### config.mk
export PLATFORM = sky130hd
export DESIGN_NAME = dec
export DESIGN_NICKNAME = d
export VERILOG_FILES = /design/src/verilog/dec_pkg.sv /design/src/verilog/dec.sv /design/src/verilog/dec_issue_ctl.sv /design/src/verilog/dec_gpr_file.sv /design/src/verilog/dec_slot_decode.sv
export SDC_FILE = /design/constraint.sdc
export NUM_CORES = 2
export LEC_CHECK = 0
export BUFFER_PORTS_ARGS = -buffer_cell sky130_fd_sc_hd__clkbuf_2
export CAP_MARGIN = 5
export CORE_MARGIN = 2
export CORE_UTILIZATION = 60
export DETAILED_ROUTE_END_ITERATION = 16
export PLACE_DENSITY = 0.78
export SETUP_SLACK_MARGIN = 0.4
export SKIP_LAST_GASP = 1
export SYNTH_ARGS = -nofsm -noshare
export SYNTH_HDL_FRONTEND = slang
export SYNTH_SLANG_ARGS = --single-unit
export TNS_END_PERCENT = 1
### constraint.sdc
create_clock -name clk -period 5.2 [get_ports clk]
set_clock_uncertainty 0.05 [all_clocks]
set_input_delay 0.78 -clock clk [delete_from_list [all_inputs] [get_ports clk]]
set_output_delay 0.78 -clock clk [all_outputs]
set_load 0.005 [all_outputs]
### src/verilog/dec_pkg.sv
// decode package
// RV32I major opcodes, field widths and the two-view instruction word
// shared by the slot decoders, the register file and the issue controller
package dec_pkg;

   //**************************************************************************
   // widths fixed by the ISA
   //**************************************************************************
   localparam int XLEN       = 32;              // data path width
   localparam int REG_ADDR_W = 5;               // register number
   localparam int NUM_GPR    = 32;              // x0 hardwired to zero
   localparam int OPC_W      = 7;               // major opcode
   localparam int FUNCT3_W   = 3;
   localparam int FUNCT7_W   = 7;

   //**************************************************************************
   // major opcodes, bits [6:0]
   //**************************************************************************
   localparam logic [OPC_W-1:0] OPC_LOAD   = 7'b0000011;   // lb/lh/lw/lbu/lhu
   localparam logic [OPC_W-1:0] OPC_STORE  = 7'b0100011;   // sb/sh/sw
   localparam logic [OPC_W-1:0] OPC_OP_IMM = 7'b0010011;   // addi .. srai
   localparam logic [OPC_W-1:0] OPC_OP     = 7'b0110011;   // reg-reg alu
   localparam logic [OPC_W-1:0] OPC_LUI    = 7'b0110111;
   localparam logic [OPC_W-1:0] OPC_AUIPC  = 7'b0010111;
   localparam logic [OPC_W-1:0] OPC_BRANCH = 7'b1100011;   // beq .. bgeu
   localparam logic [OPC_W-1:0] OPC_JAL    = 7'b1101111;
   localparam logic [OPC_W-1:0] OPC_JALR   = 7'b1100111;

   // funct7 values accepted on OP
   localparam logic [FUNCT7_W-1:0] F7_BASE = 7'h00;     // add, sll, slt ..
   localparam logic [FUNCT7_W-1:0] F7_ALT  = 7'h20;     // sub, sra

   //**************************************************************************
   // instruction word, two views of the same 32 bits
   //**************************************************************************
   // r view covers R, I, U and J formats by field position
   // s view covers S and B, where the immediate is split around rs1/rs2
   typedef union packed {
      struct packed {
         logic [FUNCT7_W-1:0]   funct7;         // [31:25]
         logic [REG_ADDR_W-1:0] rs2;            // [24:20]
         logic [REG_ADDR_W-1:0] rs1;            // [19:15]
         logic [FUNCT3_W-1:0]   funct3;         // [14:12]
         logic [REG_ADDR_W-1:0] rd;             // [11:7]
         logic [OPC_W-1:0]      opcode;         // [6:0]
      } r;
      struct packed {
         logic [6:0]            imm_hi;         // imm[11:5], b: imm[12|10:5]
         logic [REG_ADDR_W-1:0] rs2;
         logic [REG_ADDR_W-1:0] rs1;
         logic [FUNCT3_W-1:0]   funct3;
         logic [4:0]            imm_lo;         // imm[4:0], b: imm[4:1|11]
         logic [OPC_W-1:0]      opcode;
      } s;
   } instr_u;

endpackage
### src/verilog/dec.sv
// decode unit front end
// two RV32I slot decoders, a shared 4-read/2-write register file and the
// issue controller that turns both decodes into issue strobes
`timescale 1ns/1ns
module dec
   import dec_pkg::*;
(
   input  logic                  clk,
   input  logic                  rst_n,

   input  logic                  ifu_i0_valid,     // fetch slot levels
   input  logic                  ifu_i1_valid,
   input  logic [XLEN-1:0]       ifu_i0_instr,
   input  logic [XLEN-1:0]       ifu_i1_instr,

   input  logic                  wb0_wen,          // write-back, older
   input  logic [REG_ADDR_W-1:0] wb0_waddr,
   input  logic [XLEN-1:0]       wb0_wdata,
   input  logic                  wb1_wen,          // write-back, younger
   input  logic [REG_ADDR_W-1:0] wb1_waddr,
   input  logic [XLEN-1:0]       wb1_wdata,

   output logic                  dec_i0_decode_d,  // issue strobes
   output logic                  dec_i1_decode_d,
   output logic                  dec_illegal_d,
   output logic [XLEN-1:0]       dec_i0_immed_d,
   output logic [XLEN-1:0]       dec_i1_immed_d,
   output logic [XLEN-1:0]       gpr_i0_rs1_d,     // operand read data
   output logic [XLEN-1:0]       gpr_i0_rs2_d,
   output logic [XLEN-1:0]       gpr_i1_rs1_d,
   output logic [XLEN-1:0]       gpr_i1_rs2_d
);

   logic [REG_ADDR_W-1:0] i0_rs1, i0_rs2, i0_rd;    // slot 0 fields
   logic [REG_ADDR_W-1:0] i1_rs1, i1_rs2, i1_rd;    // slot 1 fields
   logic                  i0_rs1_en, i0_rs2_en, i0_rd_en;
   logic                  i1_rs1_en, i1_rs2_en, i1_rd_en;
   logic                  i0_is_load, i1_is_load;
   logic                  i0_legal, i1_legal;

   //**************************************************************************
   // slot decoders
   //**************************************************************************
   dec_slot_decode u_i0_decode (
      .instr(ifu_i0_instr), .rs1(i0_rs1), .rs2(i0_rs2), .rd(i0_rd),
      .rs1_en(i0_rs1_en), .rs2_en(i0_rs2_en), .rd_en(i0_rd_en),
      .immed(dec_i0_immed_d), .is_load(i0_is_load), .legal(i0_legal)
   );

   dec_slot_decode u_i1_decode (
      .instr(ifu_i1_instr), .rs1(i1_rs1), .rs2(i1_rs2), .rd(i1_rd),
      .rs1_en(i1_rs1_en), .rs2_en(i1_rs2_en), .rd_en(i1_rd_en),
      .immed(dec_i1_immed_d), .is_load(i1_is_load), .legal(i1_legal)
   );

   // register file, read addresses straight from the decoders
   dec_gpr_file u_gpr (
      .clk(clk), .rst_n(rst_n),
      .raddr0(i0_rs1), .raddr1(i0_rs2), .raddr2(i1_rs1), .raddr3(i1_rs2),
      .wen0(wb0_wen), .waddr0(wb0_waddr), .wd0(wb0_wdata),
      .wen1(wb1_wen), .waddr1(wb1_waddr), .wd1(wb1_wdata),
      .rd0(gpr_i0_rs1_d), .rd1(gpr_i0_rs2_d), .rd2(gpr_i1_rs1_d), .rd3(gpr_i1_rs2_d)
   );

   // issue rules and e1 load record
   dec_issue_ctl u_issue (
      .clk(clk), .rst_n(rst_n),
      .i0_valid(ifu_i0_valid), .i1_valid(ifu_i1_valid),
      .i0_legal(i0_legal), .i1_legal(i1_legal),
      .i0_is_load(i0_is_load), .i1_is_load(i1_is_load),
      .i0_rs1(i0_rs1), .i0_rs2(i0_rs2), .i0_rd(i0_rd),
      .i1_rs1(i1_rs1), .i1_rs2(i1_rs2), .i1_rd(i1_rd),
      .i0_rs1_en(i0_rs1_en), .i0_rs2_en(i0_rs2_en), .i0_rd_en(i0_rd_en),
      .i1_rs1_en(i1_rs1_en), .i1_rs2_en(i1_rs2_en), .i1_rd_en(i1_rd_en),
      .i0_decode(dec_i0_decode_d), .i1_decode(dec_i1_decode_d),
      .illegal(dec_illegal_d)
   );

endmodule

### src/verilog/dec_issue_ctl.sv
// issue controller
// in-order dual-issue and load-use rules over both slot decodes,
// with a one-stage e1 record of the last issued load
`timescale 1ns/1ns
module dec_issue_ctl
   import dec_pkg::*;
(
   input  logic                  clk,
   input  logic                  rst_n,

   input  logic                  i0_valid,     // fetch slot 0 held
   input  logic                  i1_valid,     // fetch slot 1 held
   input  logic                  i0_legal,
   input  logic                  i1_legal,
   input  logic                  i0_is_load,
   input  logic                  i1_is_load,

   input  logic [REG_ADDR_W-1:0] i0_rs1,
   input  logic [REG_ADDR_W-1:0] i0_rs2,
   input  logic [REG_ADDR_W-1:0] i0_rd,
   input  logic [REG_ADDR_W-1:0] i1_rs1,
   input  logic [REG_ADDR_W-1:0] i1_rs2,
   input  logic [REG_ADDR_W-1:0] i1_rd,

   input  logic                  i0_rs1_en,
   input  logic                  i0_rs2_en,
   input  logic                  i0_rd_en,
   input  logic                  i1_rs1_en,
   input  logic                  i1_rs2_en,
   input  logic                  i1_rd_en,

   output logic                  i0_decode,    // slot 0 issues this cycle
   output logic                  i1_decode,    // slot 1 issues this cycle
   output logic                  illegal       // valid illegal word in slot 0
);

   logic                  e1_load_valid;        // load sitting in e1
   logic [REG_ADDR_W-1:0] e1_load_rd;           // its destination
   logic                  e1_rd_nz;             // e1 load writes a real register
   logic                  i0_load_use;          // slot 0 needs e1 load data
   logic                  i1_load_use;
   logic                  i0_rd_nz;             // slot 0 writes a real register
   logic                  i1_raw;               // slot 1 reads slot 0's rd

   //**************************************************************************
   // hazard detect
   //**************************************************************************
   assign e1_rd_nz = e1_load_valid & (e1_load_rd != '0);

   assign i0_load_use = e1_rd_nz & ((i0_rs1_en & (i0_rs1 == e1_load_rd)) |
                                    (i0_rs2_en & (i0_rs2 == e1_load_rd)));

   assign i1_load_use = e1_rd_nz & ((i1_rs1_en & (i1_rs1 == e1_load_rd)) |
                                    (i1_rs2_en & (i1_rs2 == e1_load_rd)));

   assign i0_rd_nz = i0_rd_en & (i0_rd != '0);  // x0 dependence never blocks

   assign i1_raw = i0_rd_nz & ((i1_rs1_en & (i1_rs1 == i0_rd)) |
                               (i1_rs2_en & (i1_rs2 == i0_rd)));

   // issue strobes, slot 1 never passes slot 0
   assign i0_decode = i0_valid & i0_legal & ~i0_load_use;
   assign i1_decode = i0_decode & i1_valid & i1_legal & ~i1_load_use & ~i1_raw;

   assign illegal = i0_valid & ~i0_legal;       // holds while fetch holds it

   //**************************************************************************
   // e1 load record, replaced every edge
   //**************************************************************************
   always_ff @(posedge clk or negedge rst_n) begin
      if (!rst_n) begin
         e1_load_valid <= 1'b0;
      end else begin
         e1_load_valid <= (i0_decode & i0_is_load) | (i1_decode & i1_is_load);
      end
   end

   always_ff @(posedge clk) begin
      if (i1_decode & i1_is_load) begin
         e1_load_rd <= i1_rd;                       // younger load wins
      end else if (i0_decode & i0_is_load) begin
         e1_load_rd <= i0_rd;
      end
   end

endmodule

### src/verilog/dec_gpr_file.sv
// general-purpose register file
// 32 x 32-bit, four combinational read ports and two write-back ports,
// x0 reads zero, port 1 wins a same-register write
`timescale 1ns/1ns
module dec_gpr_file
   import dec_pkg::*;
(
   input  logic                  clk,
   input  logic                  rst_n,         // async, active low

   input  logic [REG_ADDR_W-1:0] raddr0,        // i0 rs1
   input  logic [REG_ADDR_W-1:0] raddr1,        // i0 rs2
   input  logic [REG_ADDR_W-1:0] raddr2,        // i1 rs1
   input  logic [REG_ADDR_W-1:0] raddr3,        // i1 rs2

   input  logic                  wen0,          // older write-back
   input  logic [REG_ADDR_W-1:0] waddr0,
   input  logic [XLEN-1:0]       wd0,
   input  logic                  wen1,          // younger write-back
   input  logic [REG_ADDR_W-1:0] waddr1,
   input  logic [XLEN-1:0]       wd1,

   output logic [XLEN-1:0]       rd0,
   output logic [XLEN-1:0]       rd1,
   output logic [XLEN-1:0]       rd2,
   output logic [XLEN-1:0]       rd3
);

   logic [XLEN-1:0] gpr [1:NUM_GPR-1];          // x1 .. x31, no x0 storage

   //**************************************************************************
   // write ports
   //**************************************************************************
   always_ff @(posedge clk or negedge rst_n) begin
      if (!rst_n) begin
         for (int j = 1; j < NUM_GPR; j++) begin
            gpr[j] <= '0;                           // architectural reset to zero
         end
      end else begin
         if (wen0 && (waddr0 != '0)) begin
            gpr[waddr0] <= wd0;
         end
         if (wen1 && (waddr1 != '0)) begin
            gpr[waddr1] <= wd1;                     // later nba, younger slot wins
         end
      end
   end

   //**************************************************************************
   // read ports, old value on a same-cycle write
   //**************************************************************************
   function automatic logic [XLEN-1:0] read_gpr(input logic [REG_ADDR_W-1:0] addr);
      read_gpr = (addr == '0) ? '0 : gpr[addr]; // x0 hardwired
   endfunction

   assign rd0 = read_gpr(raddr0);
   assign rd1 = read_gpr(raddr1);
   assign rd2 = read_gpr(raddr2);
   assign rd3 = read_gpr(raddr3);

endmodule

### src/verilog/dec_slot_decode.sv
// slot decoder
// decodes one 32-bit RV32I word into register numbers and enables,
// the sign-extended immediate, a load flag and a legal flag
`timescale 1ns/1ns
module dec_slot_decode
   import dec_pkg::*;
(
   input  logic [XLEN-1:0]       instr,        // word from fetch

   output logic [REG_ADDR_W-1:0] rs1,          // source 1 number
   output logic [REG_ADDR_W-1:0] rs2,          // source 2 number
   output logic [REG_ADDR_W-1:0] rd,           // destination number
   output logic                  rs1_en,       // rs1 is read
   output logic                  rs2_en,       // rs2 is read
   output logic                  rd_en,        // rd is written
   output logic [XLEN-1:0]       immed,        // sign-extended immediate
   output logic                  is_load,      // load class
   output logic                  legal         // known RV32I encoding
);

   instr_u          iw;                         // word seen through both views

   logic [XLEN-1:0] imm_i;                      // loads, op-imm, jalr
   logic [XLEN-1:0] imm_s;                      // stores
   logic [XLEN-1:0] imm_b;                      // branches
   logic [XLEN-1:0] imm_u;                      // lui, auipc
   logic [XLEN-1:0] imm_j;                      // jal

   assign iw = instr;

   // register numbers sit at fixed positions in every format
   assign rs1 = iw.r.rs1;
   assign rs2 = iw.r.rs2;
   assign rd  = iw.r.rd;

   //**************************************************************************
   // immediate formats
   //**************************************************************************
   assign imm_i = {{20{iw.r.funct7[6]}}, iw.r.funct7, iw.r.rs2};        // imm[11:0]

   assign imm_s = {{20{iw.s.imm_hi[6]}}, iw.s.imm_hi, iw.s.imm_lo};     // split imm

   assign imm_b = {{20{iw.s.imm_hi[6]}},            // imm[31:12] sign
                   iw.s.imm_lo[0],                  // imm[11]
                   iw.s.imm_hi[5:0],                // imm[10:5]
                   iw.s.imm_lo[4:1],                // imm[4:1]
                   1'b0};                           // halfword aligned

   assign imm_u = {iw.r.funct7, iw.r.rs2, iw.r.rs1, iw.r.funct3, 12'b0}; // upper 20

   assign imm_j = {{12{iw.r.funct7[6]}},            // imm[31:20] sign
                   iw.r.rs1, iw.r.funct3,           // imm[19:12]
                   iw.r.rs2[0],                     // imm[11]
                   iw.r.funct7[5:0],                // imm[10:5]
                   iw.r.rs2[4:1],                   // imm[4:1]
                   1'b0};

   //**************************************************************************
   // opcode decode
   //**************************************************************************
   always_comb begin
      legal   = 1'b1;                               // cleared on unknown words
      rs1_en  = 1'b0;
      rs2_en  = 1'b0;
      rd_en   = 1'b0;
      is_load = 1'b0;
      immed   = '0;
      case (iw.r.opcode)
         OPC_LOAD: begin
            rs1_en  = 1'b1;                         // base address
            rd_en   = 1'b1;
            is_load = 1'b1;
            immed   = imm_i;                        // address offset
         end
         OPC_STORE: begin
            rs1_en  = 1'b1;                         // base
            rs2_en  = 1'b1;                         // store data
            immed   = imm_s;
         end
         OPC_OP_IMM: begin
            rs1_en  = 1'b1;
            rd_en   = 1'b1;
            immed   = imm_i;                        // shamt rides in imm[4:0]
         end
         OPC_OP: begin
            if ((iw.r.funct7 == F7_BASE) || (iw.r.funct7 == F7_ALT)) begin
               rs1_en = 1'b1;
               rs2_en = 1'b1;
               rd_en  = 1'b1;
            end else begin
               legal  = 1'b0;                       // m-ext or reserved funct7
            end
         end
         OPC_LUI, OPC_AUIPC: begin
            rd_en   = 1'b1;
            immed   = imm_u;
         end
         OPC_BRANCH: begin
            rs1_en  = 1'b1;                         // compare operands
            rs2_en  = 1'b1;
            immed   = imm_b;                        // pc relative offset
         end
         OPC_JAL: begin
            rd_en   = 1'b1;                         // link register
            immed   = imm_j;
         end
         OPC_JALR: begin
            rs1_en  = 1'b1;
            rd_en   = 1'b1;
            immed   = imm_i;
         end
         default: begin
            legal   = 1'b0;                         // unknown major opcode
         end
      endcase
   end

endmodule

==> results.ini <==
[global_route]
grt_first_pass_wirelength_mm = 463
globalRouteOverflowTotal = 0
largest_net_degree_at_the_start_of_global_routing = 120
grt_use_total_pct = 47.3
grt_antenna_before_repair = 28
first_global_vias = 67000

[cts]
h-tree-depth = 3
clock_sink_count = 998
clock_path_buffers = 3
clock-root-buffer = sky130_fd_sc_hd__clkbuf_16
cts_setup_buffers = 0
cts.clk_slew.worst_paths_ns = 0.06
tritoncts = yes
cts_repair_resize_count = 0
cts.hold.buffers_added = 0
cts-buffers-inserted = 111
worst_skew_pair.late_latency_ns = 0.73

[power_and_ir_drop]
p_leak_nw = 35.2
comb_power_share_pct = 34.0
share_seq_of_total_power_pct = 39.2
vdd.ir_drop.worst_uv = 296
cellInternalPower_mw = 21.2
power_switching_share_pct = 34.2
power_frac_clock_pct = 26.8
power_density_mw_per_mm2 = 374
net_switching_component_of_the_power_mw = 11.0

[synthesis]
synth_top_flop_cell = sky130_fd_sc_hd__dfrtp_1
synth.top_cell.area_share_pct = 32.9
synth_cell_type_count = 64
share_of_flip_flops_with_an_asynchronous_set_or_reset_pct = 99.5
yosysTopAreaCell = sky130_fd_sc_hd__mux4_2
synth-edff-count = 5
synth.most_common_cell = sky130_fd_sc_hd__mux4_2
post_synth.cell_area_avg_sq_um = 11.8
yosys_warning_count = 0
yosys_register_bits = 998
synth_cells = 6687
netlist_top_cells_count = sky130_fd_sc_hd__mux4_2 (1152), sky130_fd_sc_hd__dfrtp_1 (993), sky130_fd_sc_hd__mux2i_1 (829)
synth.net_count = 6831
most_area_consuming_cells_after_synthesis = sky130_fd_sc_hd__mux4_2 (33%), sky130_fd_sc_hd__dfrtp_1 (32%), sky130_fd_sc_hd__mux2i_1 (11%), sky130_fd_sc_hd__mux2_2 (3.7%), sky130_fd_sc_hd__a21oi_1 (3.3%)
synth.yosys.seq_area_share_pct = 31.7
synthesis.area_sq_mm = 0.0788

[timing]
achievable-frequency_mhz = 232
timing_worst_slew_pin_value_ns = 1.33
fin_tns_setup_ns = 0
timing_hold_violations_final = 0
max_slew_margin_pct = 11.0
finalMaxSlewViolations = 0
final_period_minus_worst_setup_slack_ns = 4.32
final_critical_path_share_of_the_clock_period_pct = 83.0
grt_setup_unrepaired = no
report.final.setup_viol = 0
post_route_setup_slack_ns = 0.884

[placement]
pre_cts_slack_ns = 1.01
detailed_place_hpwl_mm = 187
placedCellCount = 8113
routabilityCongestion = 0.969
port_buffers = 338

[layout]
layout-drive-gt1-share_pct = 34.1
fill_cells = 9294
layout-area-overhead-vs-synth_pct = 9.33
final_cell_count_no_fill = 8340
postLayoutCoreUtil_pct = 65.8
design.final.nets = 6615

[drt]
drt-total-wl_mm = 319
antenna_violating_nets_left = 0
drtIter0Drc = 13000
vias = 68400
drcViolationCount = 0
wl_per_cell_um = 38.3
detail_route.first_pass.iterations = 9
route.detailed.vias_per_inst = 8.21

[floorplanning]
core-area_sq_mm = 0.131
num_rows = 133
floorplan.die.width_um = 366
starting_density_of_the_core_pct = 60.2
design.die.area_sq_mm = 0.134
floorplan.io_pins = 339
chipHeight_um = 366

[setup_path]
critical-path-max-stage-delay_ns = 0.62
crit_chain = buf_8 -> buf_4 -> mux4_2 -> mux4_2 -> mux2_2 -> clkbuf_2
worst_setup_sp_type = input pin
crit-reg2reg-capture = u_issue.e1_load_rd[3]$_DFFE_PP_
timing.reg2reg.setup_slack_ns = 2.34
timing.critical_path.arrival_ns = 3.49
r2r-start = u_issue.e1_load_rd[0]$_DFFE_PP_
crit_slowest_cell = sky130_fd_sc_hd__buf_8
criticalPathCategory = input pin to output pin
setup.worst_path.end_class = output pin
crit_fanout = 77
ff2ff_path_depth = 5
critical_path_required_ns = 4.37
cell_repeated_most_along_the_worst_path = sky130_fd_sc_hd__mux4_2

[run]
max_cap_viol_count = 0

[outcome]
status = finished, final reports clean

[min_path]
hold_path_class = input pin to async pin

cell usage in the layout, fill, tap and decap left out, types with 9 or more instances in the layout:
cell type / synthesis / final
sky130_fd_sc_hd__o21ai_0: 480 / 480
sky130_fd_sc_hd__a21oi_1: 520 / 520
sky130_fd_sc_hd__and2_1: 9 / 9
sky130_fd_sc_hd__a21o_1: 37 / 37
sky130_fd_sc_hd__buf_4: 0 / 143
sky130_fd_sc_hd__a22o_1: 137 / 137
sky130_fd_sc_hd__nand2_1: 517 / 492
sky130_fd_sc_hd__bufinv_16: 0 / 14
sky130_fd_sc_hd__mux4_2: 1152 / 1152
sky130_fd_sc_hd__clkbuf_16: 0 / 112
sky130_fd_sc_hd__nor2_1: 550 / 525
sky130_fd_sc_hd__xor2_1: 16 / 16
sky130_fd_sc_hd__xnor2_1: 14 / 14
sky130_fd_sc_hd__a32oi_1: 164 / 164
sky130_fd_sc_hd__nand2_2: 0 / 9
sky130_fd_sc_hd__buf_12: 0 / 68
sky130_fd_sc_hd__clkinvlp_4: 0 / 9
sky130_fd_sc_hd__clkbuf_1: 654 / 11
sky130_fd_sc_hd__dfrtp_1: 993 / 993
sky130_fd_sc_hd__mux2i_1: 829 / 829
sky130_fd_sc_hd__mux2_2: 257 / 257
sky130_fd_sc_hd__diode_2: 0 / 19
sky130_fd_sc_hd__nor2_4: 0 / 22
sky130_fd_sc_hd__clkbuf_8: 0 / 21
sky130_fd_sc_hd__buf_8: 0 / 9
sky130_fd_sc_hd__nor2b_1: 23 / 17
sky130_fd_sc_hd__clkinv_2: 0 / 30
sky130_fd_sc_hd__nand2_4: 0 / 16
sky130_fd_sc_hd__clkbuf_2: 0 / 317
flip-flops by register name (all words and copies together), names as in the netlist:
register               cells
u_gpr.gpr                992
u_issue.e1_load_rd         5
u_issue.e1_load_valid      1
worst max-delay path, delay by kind of cell:
kind | cells | cell delay [ns]
multiplexers | 3 | 1.28
buffers and inverters | 3 | 1.25
layer usage:
metal	share of wire (%)	wire length (um)	track usage, %	vias up
li1	-	-	-	25600
met1	30	96600	56.0	33100
met2	41	131000	64.3	7471
met3	19	59600	25.0	2212
met4	10	31800	36.8	37
met5	0.13	428	1.03	-
power groups by stage:
stage | clock network [mW] | logic [mW] | registers, mW
detailed placement | 0 | 10.7 | 12.5
floorplan | 0 | 8.08 | 11.5
finish | 8.64 | 11.0 | 12.6
CTS | 8.57 | 10.7 | 12.4
global placement | 0 | 10.3 | 12.2
global route | 8.90 | 11.5 | 12.8
metrics by stage:
stage               instance area (sq um)  hold slack [ns]  total power [mW]
floorplan                           78800            0.434              19.6
global placement                    82200            0.542              22.5
detailed placement                  82200            0.566              23.1
CTS                                 86100           0.0250              31.7
global route                        86200           0.0635              33.2
finish                              86200           0.0108              32.3
kinds of logic (layout without fill, tap and decap cells):
group                     count (synthesis)  in the layout  synth area share (%)
other                                     0             19                     0
xor gates and xnor gates                 30             30                 0.333
AOI/OAI and AO/OA                      1359           1359                  10.3
buffers and inverters                   873            752                  4.39
DFF                                     998            998                  31.7
and+or+nand+nor                        1184           1184                  6.10
muxes                                  2243           2243                  47.2
how the worst max path moves through the flow:
| stage | from | end |
|---|---|---|
| after detailed placement | ifu_i1_instr[15] | gpr_i1_rs1_d[5] |
| after global placement | ifu_i1_instr[15] | gpr_i1_rs1_d[28] |
| after global routing | ifu_i1_instr[15] | gpr_i1_rs1_d[25] |
| after CTS | ifu_i1_instr[15] | gpr_i1_rs1_d[5] |
| after floorplan | ifu_i1_instr[15] | gpr_i1_rs1_d[27] |
| final | ifu_i0_instr[16] | gpr_i0_rs1_d[19] |
layout make-up:
type	count	area, sq um	share of cell area [%]
flip-flops and latches	998	25000	29.0
inverters	2	7.51	0.00871
diodes	19	47.5	0.0552
well taps	1755	2200	2.55
clock buffers	144	3130	3.63
clock inverters	64	767	0.890
repair buffers	542	4210	4.88
multi-input cells	4816	50800	59.0
Power figures use the tool's default switching activity.
